`src/proxy_pkg.sv`:
```
package proxy_pkg;

    // ====================
    // Stream packet layout
    // ====================
    localparam int stream_w = 128;

    // Bit offsets of the packet fields in tdata
    localparam int type_offs = 0;
    localparam int mode_offs = 8;
    localparam int resp_offs = 16;
    localparam int addr_offs = 32;
    localparam int data_offs = 64;

    typedef enum logic [7:0] {
        pkt_axi_transact = 8'd1,
        pkt_test_pattern = 8'd2
    } pkt_type_t;

    typedef enum logic [7:0] {
        mode_write = 8'd0,
        mode_read  = 8'd1
    } axi_mode_t;

    // Test packets carry this byte in every lane
    localparam logic [7:0] testp_byte = 8'haa;
    // Packet length used when software writes 0
    localparam logic [7:0] default_testp_len = 8'd18;

    // ====================
    // Register map
    // ====================
    // Word index within the slave window
    typedef enum logic [4:0] {
        reg_remote_addr  = 5'd0,
        reg_remote_rw    = 5'd1,
        reg_testp_length = 5'd2,
        reg_testp_count  = 5'd3
    } reg_idx_t;

    typedef enum logic [1:0] {
        ctrl_idle, ctrl_wait_wresp, ctrl_wait_rresp, ctrl_testp
    } ctrl_state_t;

    typedef enum logic [2:0] {
        port_idle, port_send_req, port_wait_resp, port_next_pkt, port_send_beats
    } port_state_t;

    typedef enum logic {
        xfer_remote, xfer_testp
    } xfer_kind_t;

endpackage

```
`src/axil_pkg.sv`:
```
package axil_pkg;

    // ====================
    // Bus widths
    // ====================
    localparam int addr_w = 32;
    localparam int data_w = 32;

    // Slave window of 128 bytes holding 32 word registers
    localparam logic [6:0] addr_mask = 7'h7f;

    // Response codes on BRESP and RRESP
    typedef enum logic [1:0] {
        resp_okay   = 2'b00,
        resp_slverr = 2'b10,
        resp_decerr = 2'b11
    } resp_t;

    // Access held by the slave while the controller works on it
    typedef enum logic [1:0] {
        req_none  = 2'd0,
        req_write = 2'd1,
        req_read  = 2'd2
    } req_kind_t;

endpackage
```
`src/xfer_if.sv`:
```
`timescale 1ns/1ps

// Stream command from the controller to the stream port
interface xfer_if;

    logic                        start;
    proxy_pkg::xfer_kind_t       kind;
    logic [axil_pkg::addr_w-1:0] addr;
    logic [axil_pkg::data_w-1:0] wdata;
    proxy_pkg::axi_mode_t        mode;
    logic [7:0]                  testp_len;
    logic [31:0]                 testp_count;

    // Busy from the cycle after start until the command is finished
    logic                        busy;
    axil_pkg::resp_t             resp;
    logic [axil_pkg::data_w-1:0] rdata;

    modport ctrl (
        output start, kind, addr, wdata, mode, testp_len, testp_count,
        input  busy, resp, rdata
    );

    modport port (
        input  start, kind, addr, wdata, mode, testp_len, testp_count,
        output busy, resp, rdata
    );

endinterface

```
`src/reg_req_if.sv`:
```
`timescale 1ns/1ps

// One decoded register access from the AXI4-Lite slave to the controller
interface reg_req_if;

    // Single cycle request strobes with latched address and data
    logic                        is_write;
    logic                        is_read;
    logic [axil_pkg::addr_w-1:0] addr;
    logic [axil_pkg::data_w-1:0] wdata;

    // Completion pulses once per request
    logic                        done;
    axil_pkg::resp_t             resp;
    logic [axil_pkg::data_w-1:0] rdata;

    modport slave (
        output is_write, is_read, addr, wdata,
        input  done, resp, rdata
    );

    modport ctrl (
        input  is_write, is_read, addr, wdata,
        output done, resp, rdata
    );

endinterface

```
`src/axi_proxy.sv`:
```
`timescale 1ns/1ps

module axi_proxy (
    input  logic                           clk,
    input  logic                           resetn,
    output logic                           sending_testp,

    input  logic [axil_pkg::addr_w-1:0]    s_axi_awaddr,
    input  logic                           s_axi_awvalid,
    output logic                           s_axi_awready,
    input  logic [axil_pkg::data_w-1:0]    s_axi_wdata,
    input  logic                           s_axi_wvalid,
    output logic                           s_axi_wready,
    output logic [1:0]                     s_axi_bresp,
    output logic                           s_axi_bvalid,
    input  logic                           s_axi_bready,
    input  logic [axil_pkg::addr_w-1:0]    s_axi_araddr,
    input  logic                           s_axi_arvalid,
    output logic                           s_axi_arready,
    output logic [axil_pkg::data_w-1:0]    s_axi_rdata,
    output logic [1:0]                     s_axi_rresp,
    output logic                           s_axi_rvalid,
    input  logic                           s_axi_rready,

    // Outbound request and test packets
    output logic [proxy_pkg::stream_w-1:0] out_tdata,
    output logic                           out_tvalid,
    output logic                           out_tlast,
    input  logic                           out_tready,

    // Inbound remote response
    input  logic [proxy_pkg::stream_w-1:0] in_tdata,
    input  logic                           in_tvalid,
    output logic                           in_tready
);

    reg_req_if req_bus ();
    xfer_if    xfer_bus ();

    logic cnt_load;
    logic cnt_beat;
    logic cnt_last_beat;
    logic cnt_last_pkt;
    logic cnt_idle;

    axil_slave slave (
        .clk           (clk),
        .resetn        (resetn),
        .s_axi_awaddr  (s_axi_awaddr),
        .s_axi_awvalid (s_axi_awvalid),
        .s_axi_awready (s_axi_awready),
        .s_axi_wdata   (s_axi_wdata),
        .s_axi_wvalid  (s_axi_wvalid),
        .s_axi_wready  (s_axi_wready),
        .s_axi_bresp   (s_axi_bresp),
        .s_axi_bvalid  (s_axi_bvalid),
        .s_axi_bready  (s_axi_bready),
        .s_axi_araddr  (s_axi_araddr),
        .s_axi_arvalid (s_axi_arvalid),
        .s_axi_arready (s_axi_arready),
        .s_axi_rdata   (s_axi_rdata),
        .s_axi_rresp   (s_axi_rresp),
        .s_axi_rvalid  (s_axi_rvalid),
        .s_axi_rready  (s_axi_rready),
        .req           (req_bus.slave)
    );

    proxy_ctrl ctrl (
        .clk           (clk),
        .resetn        (resetn),
        .req           (req_bus.ctrl),
        .xfer          (xfer_bus.ctrl),
        .sending_testp (sending_testp)
    );

    stream_port port (
        .clk        (clk),
        .resetn     (resetn),
        .xfer       (xfer_bus.port),
        .out_tdata  (out_tdata),
        .out_tvalid (out_tvalid),
        .out_tlast  (out_tlast),
        .out_tready (out_tready),
        .in_tdata   (in_tdata),
        .in_tvalid  (in_tvalid),
        .in_tready  (in_tready),
        .load       (cnt_load),
        .beat       (cnt_beat),
        .last_beat  (cnt_last_beat),
        .last_pkt   (cnt_last_pkt),
        .idle       (cnt_idle)
    );

    // Length and count come straight from the held command
    testp_counter counter (
        .clk       (clk),
        .resetn    (resetn),
        .load      (cnt_load),
        .length    (xfer_bus.testp_len),
        .count     (xfer_bus.testp_count),
        .beat      (cnt_beat),
        .last_beat (cnt_last_beat),
        .last_pkt  (cnt_last_pkt),
        .idle      (cnt_idle)
    );

endmodule

```
`src/stream_port.sv`:
```
`timescale 1ns/1ps

module stream_port (
    input  logic                           clk,
    input  logic                           resetn,
    xfer_if.port                           xfer,

    output logic [proxy_pkg::stream_w-1:0] out_tdata,
    output logic                           out_tvalid,
    output logic                           out_tlast,
    input  logic                           out_tready,
    input  logic [proxy_pkg::stream_w-1:0] in_tdata,
    input  logic                           in_tvalid,
    output logic                           in_tready,

    // Test packet counter
    output logic                           load,
    output logic                           beat,
    input  logic                           last_beat,
    input  logic                           last_pkt,
    input  logic                           idle
);

    proxy_pkg::port_state_t state;
    logic                   out_hs;

    assign out_hs    = out_tvalid && out_tready;
    assign beat      = out_hs && (state == proxy_pkg::port_send_beats);
    assign load      = xfer.start && (xfer.kind == proxy_pkg::xfer_testp);
    // Request packets are single beat
    assign out_tlast = (state == proxy_pkg::port_send_beats) ? last_beat
                                                             : (state == proxy_pkg::port_send_req);

    always_ff @(posedge clk) begin
        if (!resetn) begin
            state      <= proxy_pkg::port_idle;
            xfer.busy  <= 1'b0;
            out_tvalid <= 1'b0;
            in_tready  <= 1'b0;
        end else begin
            case (state)
                proxy_pkg::port_idle: begin
                    if (xfer.start) begin
                        xfer.busy <= 1'b1;
                        if (xfer.kind == proxy_pkg::xfer_remote) begin
                            out_tdata                              <= '0;
                            out_tdata[proxy_pkg::type_offs +: 8]  <= proxy_pkg::pkt_axi_transact;
                            out_tdata[proxy_pkg::mode_offs +: 8]  <= xfer.mode;
                            out_tdata[proxy_pkg::addr_offs +: 32] <= xfer.addr;
                            out_tdata[proxy_pkg::data_offs +: 32] <= xfer.wdata;
                            out_tvalid                             <= 1'b1;
                            state                                  <= proxy_pkg::port_send_req;
                        end else begin
                            state <= proxy_pkg::port_next_pkt;
                        end
                    end
                end
                proxy_pkg::port_send_req: begin
                    if (out_hs) begin
                        out_tvalid <= 1'b0;
                        in_tready  <= 1'b1;
                        state      <= proxy_pkg::port_wait_resp;
                    end
                end
                // Remote response carries resp and read data
                proxy_pkg::port_wait_resp: begin
                    if (in_tvalid && in_tready) begin
                        xfer.resp  <= axil_pkg::resp_t'(in_tdata[proxy_pkg::resp_offs +: 2]);
                        xfer.rdata <= in_tdata[proxy_pkg::data_offs +: 32];
                        in_tready  <= 1'b0;
                        xfer.busy  <= 1'b0;
                        state      <= proxy_pkg::port_idle;
                    end
                end
                proxy_pkg::port_next_pkt: begin
                    if (idle) begin
                        xfer.busy <= 1'b0;
                        state     <= proxy_pkg::port_idle;
                    end else begin
                        out_tdata  <= {(proxy_pkg::stream_w / 8){proxy_pkg::testp_byte}};
                        out_tvalid <= 1'b1;
                        state      <= proxy_pkg::port_send_beats;
                    end
                end
                // Valid stays up across packets until the final beat
                proxy_pkg::port_send_beats: begin
                    if (out_hs && last_beat && last_pkt) begin
                        out_tvalid <= 1'b0;
                        xfer.busy  <= 1'b0;
                        state      <= proxy_pkg::port_idle;
                    end
                end
                default: state <= proxy_pkg::port_idle;
            endcase
        end
    end

endmodule

```
`src/testp_counter.sv`:
```
`timescale 1ns/1ps

module testp_counter (
    input  logic        clk,
    input  logic        resetn,
    input  logic        load,
    input  logic [7:0]  length,
    input  logic [31:0] count,
    input  logic        beat,
    output logic        last_beat,
    output logic        last_pkt,
    output logic        idle
);

    logic [7:0]  len_q;
    logic [7:0]  beat_left;
    logic [31:0] pkt_left;

    // Idle once no packets remain or right after a count of 0 is loaded
    assign idle      = (pkt_left == 32'd0);
    assign last_pkt  = (pkt_left == 32'd1);
    assign last_beat = (beat_left == 8'd1);

    always_ff @(posedge clk) begin
        if (!resetn) begin
            pkt_left  <= '0;
            beat_left <= '0;
        end else if (load) begin
            pkt_left  <= count;
            beat_left <= length;
        end else if (beat && !idle) begin
            if (last_beat) begin
                // Packet done so the next one starts
                pkt_left  <= pkt_left - 32'd1;
                beat_left <= len_q;
            end else begin
                beat_left <= beat_left - 8'd1;
            end
        end
    end

    // Packet length kept for each reload
    always_ff @(posedge clk) begin
        if (load) len_q <= length;
    end

endmodule

```
`src/proxy_ctrl.sv`:
```
`timescale 1ns/1ps

module proxy_ctrl (
    input  logic   clk,
    input  logic   resetn,
    reg_req_if.ctrl req,
    xfer_if.ctrl    xfer,
    output logic   sending_testp
);

    proxy_pkg::ctrl_state_t state;
    proxy_pkg::reg_idx_t    word;
    logic [6:0]             offs;
    logic                   access;

    // Software visible registers
    logic [31:0] remote_addr;
    logic [31:0] testp_length;
    logic [31:0] testp_count;

    // Word index inside the 128 byte window
    assign offs   = req.addr[6:0] & axil_pkg::addr_mask;
    assign word   = proxy_pkg::reg_idx_t'(offs[6:2]);
    assign access = req.is_write || req.is_read;

    always_ff @(posedge clk) begin
        if (!resetn) begin
            state         <= proxy_pkg::ctrl_idle;
            sending_testp <= 1'b0;
            xfer.start    <= 1'b0;
            req.done      <= 1'b0;
            remote_addr   <= '0;
            testp_length  <= '0;
            testp_count   <= '0;
        end else begin
            xfer.start <= 1'b0;
            req.done   <= 1'b0;
            case (state)
                // ====================
                // Remote access in flight
                // ====================
                proxy_pkg::ctrl_wait_wresp, proxy_pkg::ctrl_wait_rresp: begin
                    // Busy is still low in the cycle of the start pulse
                    if (!xfer.busy && !xfer.start) begin
                        req.done  <= 1'b1;
                        req.resp  <= xfer.resp;
                        req.rdata <= (state == proxy_pkg::ctrl_wait_rresp) ? xfer.rdata : '0;
                        state     <= proxy_pkg::ctrl_idle;
                    end
                end

                // ====================
                // Idle or test packets running
                // ====================
                default: begin
                    // Test burst over once the port drops busy
                    if (state == proxy_pkg::ctrl_testp && !xfer.busy && !xfer.start) begin
                        sending_testp <= 1'b0;
                        state         <= proxy_pkg::ctrl_idle;
                    end
                    if (access) begin
                        req.done  <= 1'b1;
                        req.resp  <= axil_pkg::resp_okay;
                        req.rdata <= '0;
                        case (word)
                            proxy_pkg::reg_remote_addr: begin
                                if (req.is_write) remote_addr <= req.wdata;
                                else req.rdata <= remote_addr;
                            end
                            proxy_pkg::reg_remote_rw: begin
                                if (xfer.busy) begin
                                    req.resp <= axil_pkg::resp_slverr;
                                end else begin
                                    // Answer comes later with the remote response
                                    req.done   <= 1'b0;
                                    xfer.start <= 1'b1;
                                    xfer.kind  <= proxy_pkg::xfer_remote;
                                    xfer.addr  <= remote_addr;
                                    xfer.wdata <= req.wdata;
                                    xfer.mode  <= req.is_read ? proxy_pkg::mode_read
                                                              : proxy_pkg::mode_write;
                                    state      <= req.is_read ? proxy_pkg::ctrl_wait_rresp
                                                              : proxy_pkg::ctrl_wait_wresp;
                                end
                            end
                            proxy_pkg::reg_testp_length: begin
                                if (req.is_write) testp_length <= req.wdata;
                                else req.rdata <= testp_length;
                            end
                            proxy_pkg::reg_testp_count: begin
                                if (req.is_read) begin
                                    req.rdata <= testp_count;
                                end else if (xfer.busy) begin
                                    req.resp <= axil_pkg::resp_slverr;
                                end else begin
                                    testp_count      <= req.wdata;
                                    xfer.start       <= 1'b1;
                                    xfer.kind        <= proxy_pkg::xfer_testp;
                                    xfer.testp_count <= req.wdata;
                                    xfer.testp_len   <= (testp_length[7:0] != 8'd0) ?
                                        testp_length[7:0] : proxy_pkg::default_testp_len;
                                    sending_testp    <= 1'b1;
                                    state            <= proxy_pkg::ctrl_testp;
                                end
                            end
                            default: req.resp <= axil_pkg::resp_slverr;
                        endcase
                    end
                end
            endcase
        end
    end

endmodule

```
`src/axil_slave.sv`:
```
`timescale 1ns/1ps

module axil_slave (
    input  logic                        clk,
    input  logic                        resetn,

    input  logic [axil_pkg::addr_w-1:0] s_axi_awaddr,
    input  logic                        s_axi_awvalid,
    output logic                        s_axi_awready,
    input  logic [axil_pkg::data_w-1:0] s_axi_wdata,
    input  logic                        s_axi_wvalid,
    output logic                        s_axi_wready,
    output logic [1:0]                  s_axi_bresp,
    output logic                        s_axi_bvalid,
    input  logic                        s_axi_bready,
    input  logic [axil_pkg::addr_w-1:0] s_axi_araddr,
    input  logic                        s_axi_arvalid,
    output logic                        s_axi_arready,
    output logic [axil_pkg::data_w-1:0] s_axi_rdata,
    output logic [1:0]                  s_axi_rresp,
    output logic                        s_axi_rvalid,
    input  logic                        s_axi_rready,

    reg_req_if.slave                    req
);

    axil_pkg::req_kind_t pending;
    logic                idle;
    logic                wr_go;
    logic                rd_go;

    // Nothing in flight and no response waiting for the master
    assign idle = (pending == axil_pkg::req_none) && !s_axi_bvalid && !s_axi_rvalid;

    // AW and W go together and writes win over reads
    assign wr_go = idle && s_axi_awvalid && s_axi_wvalid;
    assign rd_go = idle && s_axi_arvalid && !wr_go;

    assign s_axi_awready = wr_go;
    assign s_axi_wready  = wr_go;
    assign s_axi_arready = rd_go;

    always_ff @(posedge clk) begin
        if (!resetn) begin
            pending      <= axil_pkg::req_none;
            req.is_write <= 1'b0;
            req.is_read  <= 1'b0;
            s_axi_bvalid <= 1'b0;
            s_axi_rvalid <= 1'b0;
        end else begin
            req.is_write <= wr_go;
            req.is_read  <= rd_go;
            if (wr_go) begin
                pending <= axil_pkg::req_write;
            end else if (rd_go) begin
                pending <= axil_pkg::req_read;
            end

            // Controller finished so the matching response channel rises
            if (req.done) begin
                pending <= axil_pkg::req_none;
                if (pending == axil_pkg::req_write) begin
                    s_axi_bvalid <= 1'b1;
                end else begin
                    s_axi_rvalid <= 1'b1;
                end
            end

            if (s_axi_bvalid && s_axi_bready) begin
                s_axi_bvalid <= 1'b0;
            end
            if (s_axi_rvalid && s_axi_rready) begin
                s_axi_rvalid <= 1'b0;
            end
        end
    end

    // Latched address, data and response payload
    always_ff @(posedge clk) begin
        if (wr_go) begin
            req.addr  <= s_axi_awaddr;
            req.wdata <= s_axi_wdata;
        end else if (rd_go) begin
            req.addr <= s_axi_araddr;
        end
        if (req.done) begin
            s_axi_bresp <= req.resp;
            s_axi_rresp <= req.resp;
            s_axi_rdata <= req.rdata;
        end
    end

endmodule

```
`config.mk`:
```
export PLATFORM = sky130hd
export DESIGN_NAME = axi_proxy
export DESIGN_NICKNAME = d
export VERILOG_FILES = /design/src/proxy_pkg.sv /design/src/axil_pkg.sv /design/src/xfer_if.sv /design/src/reg_req_if.sv /design/src/axi_proxy.sv /design/src/stream_port.sv /design/src/testp_counter.sv /design/src/proxy_ctrl.sv /design/src/axil_slave.sv
export SDC_FILE = /design/constraint.sdc
export NUM_CORES = 1
export LEC_CHECK = 0
export BUFFER_PORTS_ARGS = -buffer_cell sky130_fd_sc_hd__buf_2
export CORE_MARGIN = 2
export CORE_UTILIZATION = 45
export CTS_CLUSTER_SIZE = 8
export DETAILED_ROUTE_END_ITERATION = 10
export PLACE_DENSITY = 0.72
export SLEW_MARGIN = 40
export SYNTH_ARGS = -nofsm -noshare
export SYNTH_HDL_FRONTEND = slang
export SYNTH_SLANG_ARGS = --single-unit
```
`constraint.sdc`:
```
create_clock -name clk -period 25.9 [get_ports clk]
set_input_delay 1.295 -clock clk [delete_from_list [all_inputs] [get_ports clk]]
set_output_delay 1.295 -clock clk [all_outputs]
set_load 0.03 [all_outputs]
```
Word-level counts from Yosys, hierarchy flattened. Cells that the tools add are included.

Add/subtract/negate cells: 2. Equality and inequality tests: 24. Mux-type cells: 75. Bitwise gates (word level): 6. Reduce and logical (&&, ||, !) cells: 62.

Operator list (number): $mux W128 (3); $mux W32 (10); $pmux W128 S2 (1); $pmux W32 S3 (1); $eq A32 B1 Y1 const B (1); $logic_not A32 Y1 (1); $sub A32 B1 Y32 const B (1); $mux W1 (28); $mux W2 (14); $mux W8 (3); $reduce_and A5 Y1 (4); $logic_and A1 B1 Y1 (18); $mux W3 (5); $pmux W3 S5 (1); $mux W7 (2); $ne A2 B2 Y1 const B (7); $reduce_bool A2 Y1 (7); $reduce_and A4 Y1 (3); $reduce_and A6 Y1 (2); $eq A5 B2 Y1 const B (2); $reduce_or A2 Y1 (5); $reduce_and A3 Y1 (3); $eq A8 B1 Y1 const B (1); $ne A2 B1 Y1 const B (4); other kinds (23) (42).

Register bits: 543. Word-level logic and storage cells: 204.

Longest topological paths before layout. Gate-level depths: netlist of the first run.

Depth after elaboration: 9. Depth in mapped cells: 10. Depth with buffers taken out: 8.

Modules after synthesis. A second synthesis of the first run with hierarchy kept.

Cells, all modules: 1537. Area total of the unflattened synthesis: 20171.8 sq um.

Modules (own cells, without submodules): proxy_ctrl (instances 1, cells an instance 751, area an instance 9062.4 sq um, seq. area each 6226.0 sq um); stream_port (instances 1, cells an instance 298, area an instance 4596.9 sq um, seq. area each 3363.2 sq um); axil_slave (instances 1, cells an instance 162, area an instance 3746.1 sq um, seq. area each 3062.9 sq um); testp_counter (instances 1, cells an instance 326, area an instance 2766.4 sq um, seq. area each 1041.0 sq um).

Worst setup path before layout of the first run. OpenSTA, ideal clock, no wires.

Path kind: input to register. Start: input resetn. End: register port.out_tdata[0] (netlist name), enable pin. Data arrival time: 8.503 ns. Required time: 25.223 ns. Path slack: 16.720 ns. Stages: 3. Buffers on the path: 1. Cells stage by stage: clkbuf_1 nand2b_1 o41ai_1.

Word-level cells in the longest chain between the ends: 1.

RTL lines: from (decl) (RTL line axi_proxy.sv:5) `input logic resetn,`; $reduce_and A5 Y1 (no line); to (signal, indexed assignment) (RTL line stream_port.sv:47) `out_tdata[proxy_pkg::type_offs +: 8] <= proxy_pkg::pkt_axi_transact;`; to (signal, indexed assignment) (RTL line stream_port.sv:48) `out_tdata[proxy_pkg::mode_offs +: 8] <= xfer.mode;`; to (signal, indexed assignment) (RTL line stream_port.sv:49) `out_tdata[proxy_pkg::addr_offs +: 32] <= xfer.addr;`; to (decl) (RTL line stream_port.sv:8) `output logic [proxy_pkg::stream_w-1:0] out_tdata,`.

No other way between the ends. A chain may end at the register's enable or synchronous reset.

Worst setup path after layout of the first run.
Start: register counter.beat_left[0]. End: output out_tlast.

Word-level cells in the longest chain between the ends: 2.

RTL lines: from (decl) (RTL line testp_counter.sv:16) `logic [7:0] beat_left;`; from (signal assigned) (RTL line testp_counter.sv:30) `beat_left <= length;`; from (signal assigned) (RTL line testp_counter.sv:35) `beat_left <= len_q;`; from (signal assigned) (RTL line testp_counter.sv:37) `beat_left <= beat_left - 8'd1;`; $eq A8 B1 Y1 (RTL line testp_counter.sv:22) `assign last_beat = (beat_left == 8'd1);`; $mux W1 (RTL line stream_port.sv:31) `assign out_tlast = (state == proxy_pkg::port_send_beats) ? last_beat`; to (decl) (RTL line axi_proxy.sv:28) `output logic out_tlast,`.

No other way between the ends.

==> metrics.cfg, run 1 <==
[sta]
slew_violations=0
skew_ns=0.0207
final-hold-violation-count=0
setup_viol=0
max_freq_mhz=239
timing.hold.ws_ns=0.414
setup_tns_ns=0
tightest_slew_ns=0.686
fin_crit_sh=0.161
slew_headroom=0.539
period_needed_ns=4.18
rsz0062_at_grt=false

[global_route]
overflow=0
grt_antenna_before_repair=2
grt_max_degree=93
grt_pass1_wl_mm=66.4
grt_usage=0.196
grt_pass1_vias=12100

[yosys]
synth_area_um2=18600
synth_cells=1538
ys_top_cells_by_count=edfxtp_1, nand2_1, dfxtp_1
synth_edf_count=320
synth.avg_cell_area_um2=12.1
ys_async_sr_fraction=0
yosysWarningCount=0
yosysTopAreaCell=edfxtp_1
seq_area_frac_synth=0.681
synth_area_leaders=edfxtp_1, dfxtp_1, nand2_1
synth_cell_types=60
ys_ff_latch=473
synth-main-ff-cell=edfxtp_1
synth.most_common_cell=edfxtp_1
yosysTopAreaCellShare=0.517

[setup_path]
crit_slowest_cell=or3b_2
crit_family=simple AND/OR/NAND/NOR gates
worstPathRequired_ns=24.60
max_stage_delay_ns=0.54
cp-end-kind=output port
crit_path_cell_trace=ha_1 > or3b_2 > or2_1 > nand3b_1 > a21oi_1 > buf_2
startpoint_type=flip-flop
arrival_ns=2.89
cp_max_fo=14
worstPathBufferInverterCount=1
worst-setup-path-type=flip-flop to output port

[job]
drv_cap=0

[floorplan]
fp.dieW_um=207
std_cell_rows=74
start_util=0.456
dieHeight_um=207
pin_count=406
core_area_um2=40800
dieArea_um2=43000

[clock_network]
cts_max_path_buffers=3
postCtsSetupRepairBufs=0
worstSkewPairLatency_ns=0.56
post_cts_resized=0
cts_tree=built
cts.htree.levels=3
holdBufCountCts=0
path_clk_slew_ns=0.05
root_buffer=clkbuf_16
numCtsBuffers=69
clock-sinks=473

[drt]
m1WireLength_mm=18.4
dr_wl_met3_mm=3.12
drc=0
postRouteAntennaNets=0
top_layer=met5
dr.pass1.iters=5
dr_wl_met2_mm=20.1
wl_per_cell_um=18.5
vias_per_cell=5.32
wl_mm=42.8
drt-initial-drc-count=1046
vias=12300

[final_layout]
multi_input_area_um2=5210
fillers=3356
diodes=0
final_net_count=1967
area_delta_synth_final_pct=17.8
drive_gt1_frac=0.216
layout.area.seq_um2=12700
fin_util=0.537
instances_no_fill=2312

[min_path]
hp-class=flip-flop to flip-flop

[placed_design]
place_congestion=0.849
place_inst=2189
port-buffer-count=227
place_hpwl_mm=27.7

[power_and_ir_drop]
power_mw=1.74
vdd_ir_drop_max_v=0.0000607
power.leakage_nw=7.77
power_density_nw_per_um2=79.6

[status]
status=complete, no violations

[cell type report]
class / instances / area share
flip-flops and latches: 473 / 0.579
multi-input cells: 919 / 0.238
clock buffers: 121 / 0.0897
repair buffers: 250 / 0.0600
well taps: 532 / 0.0304
inverters: 15 / 0.00257
clock inverters: 2 / 0.000800
[stage by stage]
stage,cell area (um^2),worst slack (ns)
finish,21900,21.72
global route,21900,21.64
CTS,21900,21.68
detailed placement,19900,21.21
global placement,19900,21.30
floorplan,18700,16.72
[logic make-up after synthesis]
logic type / after synthesis / share of synthesized area
other cells: 1 / 0.000202
xor+xnor: 32 / 0.0151
flops: 473 / 0.681
buf+inv: 175 / 0.0484
fa+ha+maj: 6 / 0.00404
compound gates: 312 / 0.108
mux: 9 / 0.00518
simple gates: 530 / 0.138
[where the power goes]
part / leakage, nW / internal (mW) / switching [mW]
registers: 4.15 / 0.824 / 0.0200
clock network: 0.943 / 0.509 / 0.306
logic: 2.67 / 0.0261 / 0.0602
total: 7.77 / 1.36 / 0.386
[layout by cell type (no fill, tap or decap), types with 23 or more instances in the layout]
master and count:
a21boi_0 51, clkbuf_1 50, clkbuf_16 71, nor2_1 58, nor2b_1 38, a21oi_1 68, buf_4 23, xnor2_1 28
a22oi_1 33, a21boi_1 47, conb_1 30, nand2_1 261, o21ai_0 66, or2_2 34, edfxtp_1 320, dfxtp_1 152
buf_2 226
[state kept, by name, summed over array words and instances (netlist names), 2 cells and up]
register               cells
counter.len_q              8
counter.pkt_left          32
port.out_tdata            67
slave.req.wdata           32
ctrl.xfer.addr            32
ctrl.testp_length         32
slave.s_axi_rdata         32
ctrl.req.resp              2
slave.pending              2
port.xfer.rdata           32
ctrl.xfer.wdata           32
slave.req.addr             5
counter.beat_left          8
port.xfer.resp             2
ctrl.xfer.testp_len        8
port.state                 3
ctrl.testp_count          32
ctrl.remote_addr          32
ctrl.xfer.testp_count     32
slave.s_axi_bresp          2
ctrl.state                 2
ctrl.req.rdata            32
[routing by layer]
metal | global-route usage | vias to the layer above
met5 | 0 | -
met4 | 0.0739 | 2
met3 | 0.0418 | 97
met2 | 0.314 | 515
met1 | 0.262 | 5912
li1 | - | 5782
[worst register-to-register path: stages (launching register included)]
cell and delay [ns]:
dfxtp_1 0.36, inv_1 0.12, ha_1 0.24, or4b_1 0.57, nor4_1 0.42, and3_2 0.59
or3_1 0.20, o41ai_2 0.09, buf_4 0.32
[final timing paths]
path,to,slack [ns],depth (start not counted),startpoint
worst min register to register,slave.s_axi_rdata[29]$_DFFE_PP_,0.41,0,ctrl.req.rdata[29]$_DFFE_PP_
worst max register to register,port.out_tdata[43]$_SDFFCE_PN1P_,22.61,8,counter.pkt_left[0]$_SDFFE_PN0P_
worst max-delay path,out_tlast,21.72,6,counter.beat_left[0]$_SDFFE_PN0P_
worst min-delay path,slave.s_axi_rdata[29]$_DFFE_PP_,0.41,0,ctrl.req.rdata[29]$_DFFE_PP_
No activity file was read; power rests on OpenSTA's default activity.
==> run 2: changes to the inputs <==
--- a/config.mk
+++ b/config.mk
@@ -10,7 +10,7 @@
 export CORE_UTILIZATION = 45
 export CTS_CLUSTER_SIZE = 8
 export DETAILED_ROUTE_END_ITERATION = 10
-export PLACE_DENSITY = 0.72
+export PLACE_DENSITY = 0.75
 export SLEW_MARGIN = 40
 export SYNTH_ARGS = -nofsm -noshare
 export SYNTH_HDL_FRONTEND = slang
==> constraint.sdc (replaced) <==
create_clock -name clk -period 3.43 [get_ports clk]
set_input_delay 0.1715 -clock clk [delete_from_list [all_inputs] [get_ports clk]]
set_output_delay 0.1715 -clock clk [all_outputs]
set_load 0.03 [all_outputs]
==> metrics.cfg, run 2 (synthesized netlist as in run 1, its figures left out) <==
[setup_path]
r2r_start=counter.pkt_left[0]$_SDFFE_PN0P_
startpoint_type=flip-flop
worstPathRequired_ns=3.26
rrSetupSlack_ns=0.58
crit_start=counter.beat_left[0]$_SDFFE_PN0P_
r2r_cells=10
worst-setup-path-type=flip-flop to output port
cp_max_fo=14
cp-end-kind=output port
reg2reg_to=counter.beat_left[6]$_SDFFE_PN0P_
arrival_ns=2.95

[drt]
dr.pass1.iters=6
m1WireLength_mm=18.4
vias_per_cell=5.37
dr_wl_met3_mm=3.26
vias=12900
drt-initial-drc-count=1138
drc=0
dr_wl_met2_mm=21.6
wl_mm=44.9
postRouteAntennaNets=0
wl_per_cell_um=18.7
top_layer=met4

[placed_design]
dpl_cell_area_um2=20000
place_congestion=0.872
port-buffer-count=227
place_hpwl_mm=28.0

[sta]
skew_ns=0.0199
setup_viol=0
fin_crit_sh=0.911
final-hold-violation-count=0
period_needed_ns=3.12
tightest_slew_ns=0.666
slew_headroom=0.556
max_freq_mhz=320
slew_violations=0
rsz0062_at_grt=false

[clock_network]
cts.htree.levels=3
path_clk_slew_ns=0.05
postCtsSetupRepairBufs=0
post_cts_resized=0
numCtsBuffers=69
cts_max_path_buffers=3
clock-sinks=473
root_buffer=clkbuf_16
cts_tree=built
holdBufCountCts=80
worstSkewPairLatency_ns=0.55

[final_layout]
finalInstanceArea_um2=22800
final_cell_mix=edfxtp_1, nand2_1, buf_2
regMostFlops=port.out_tdata
diodes=0
largest_reg_flops=67
final_net_count=2054
area_delta_synth_final_pct=22.5
fillers=3257
final_common_cell=edfxtp_1
fin_util=0.558
drive_gt1_frac=0.211

[floorplan]
dieHeight_um=207
pin_count=406
dieArea_um2=43000
std_cell_rows=74
core_area_um2=40800
fp.dieW_um=207
start_util=0.456

[status]
status=complete, no violations

[min_path]
hp-class=input port to flip-flop
holdPathEnd=port.in_tready$_SDFFE_PN0P_
worstHoldPathCells=4
worstHoldStart=in_tvalid

[global_route]
grt_usage=0.204
grt_pass1_vias=12800
grt_antenna_before_repair=1
grt_pass1_wl_mm=69.5
grt_max_degree=104
overflow=0

[job]
drv_cap=0

[power_and_ir_drop]
power.leakage_nw=8.16
power_density_nw_per_um2=582
vdd_ir_drop_max_v=0.000410
power_mw=13.3

==> run 2: cell count changes in the layout (fill, tap and decap cells not counted), sizes merged <==
cell         before  now
clkinv            1    2
clkbuf          121  119
buf             250  257
dlygate4sd3       0   80
inv              16   19
==> run 2: worst max path at each step <==
stage,endpoint,slack [ns],depth (start not counted)
after floorplan,ctrl.xfer.testp_count[0]$_DFFE_PP_,-0.85,5
after global placement,counter.pkt_left[20]$_SDFFE_PN0P_,0.69,7
after detailed placement,counter.pkt_left[20]$_SDFFE_PN0P_,0.66,6
after CTS,out_tlast,0.32,6
after global routing,out_tlast,0.19,6
final,out_tlast,0.31,6
==> run 2: power breakdown <==
part           switching [mW]  internal [mW]  leakage (nW)
Clock                    2.33           3.81         0.950
Sequential              0.156           6.22          4.15
Combinational           0.482          0.270          3.06
==> run 2: cell type report <==
cell class | instances | area (um^2) | share of cell area
Sequential cell | 473 | 12700 | 0.556
Multi-Input combinational cell | 919 | 5220 | 0.229
Timing Repair Buffer | 337 | 2180 | 0.0957
Clock buffer | 119 | 1940 | 0.0849
Tap cell | 532 | 666 | 0.0292
Clock inverter | 6 | 60.1 | 0.00263
Inverter | 15 | 56.3 | 0.00247
==> run 2: through the flow <==
step | hold WS [ns] | instances | TNS [ns] | setup WS (ns)
floorplan | 0.270 | 1567 | -95.21 | -0.849
global placement | 0.349 | 2196 | 0 | 0.690
detailed placement | 0.350 | 2196 | 0 | 0.662
CTS | 0.00941 | 2401 | 0 | 0.323
global route | 0.0380 | 2401 | 0 | 0.186
finish | 0.0218 | 2401 | 0 | 0.306
==> run 2: metal layers <==
layer	track usage	vias to the layer above
met1	0.266	6199
met2	0.333	639
li1	-	5955
met3	0.0371	111
met5	0	-
met4	0.0906	0
==> run 2: critical path: stages (launching register included) <==
cell and delay, ns:
dfxtp_1 0.41, ha_1 0.20, or3b_2 0.52, or2_1 0.43, nand3b_1 0.24, a21oi_1 0.32
buf_2 0.27
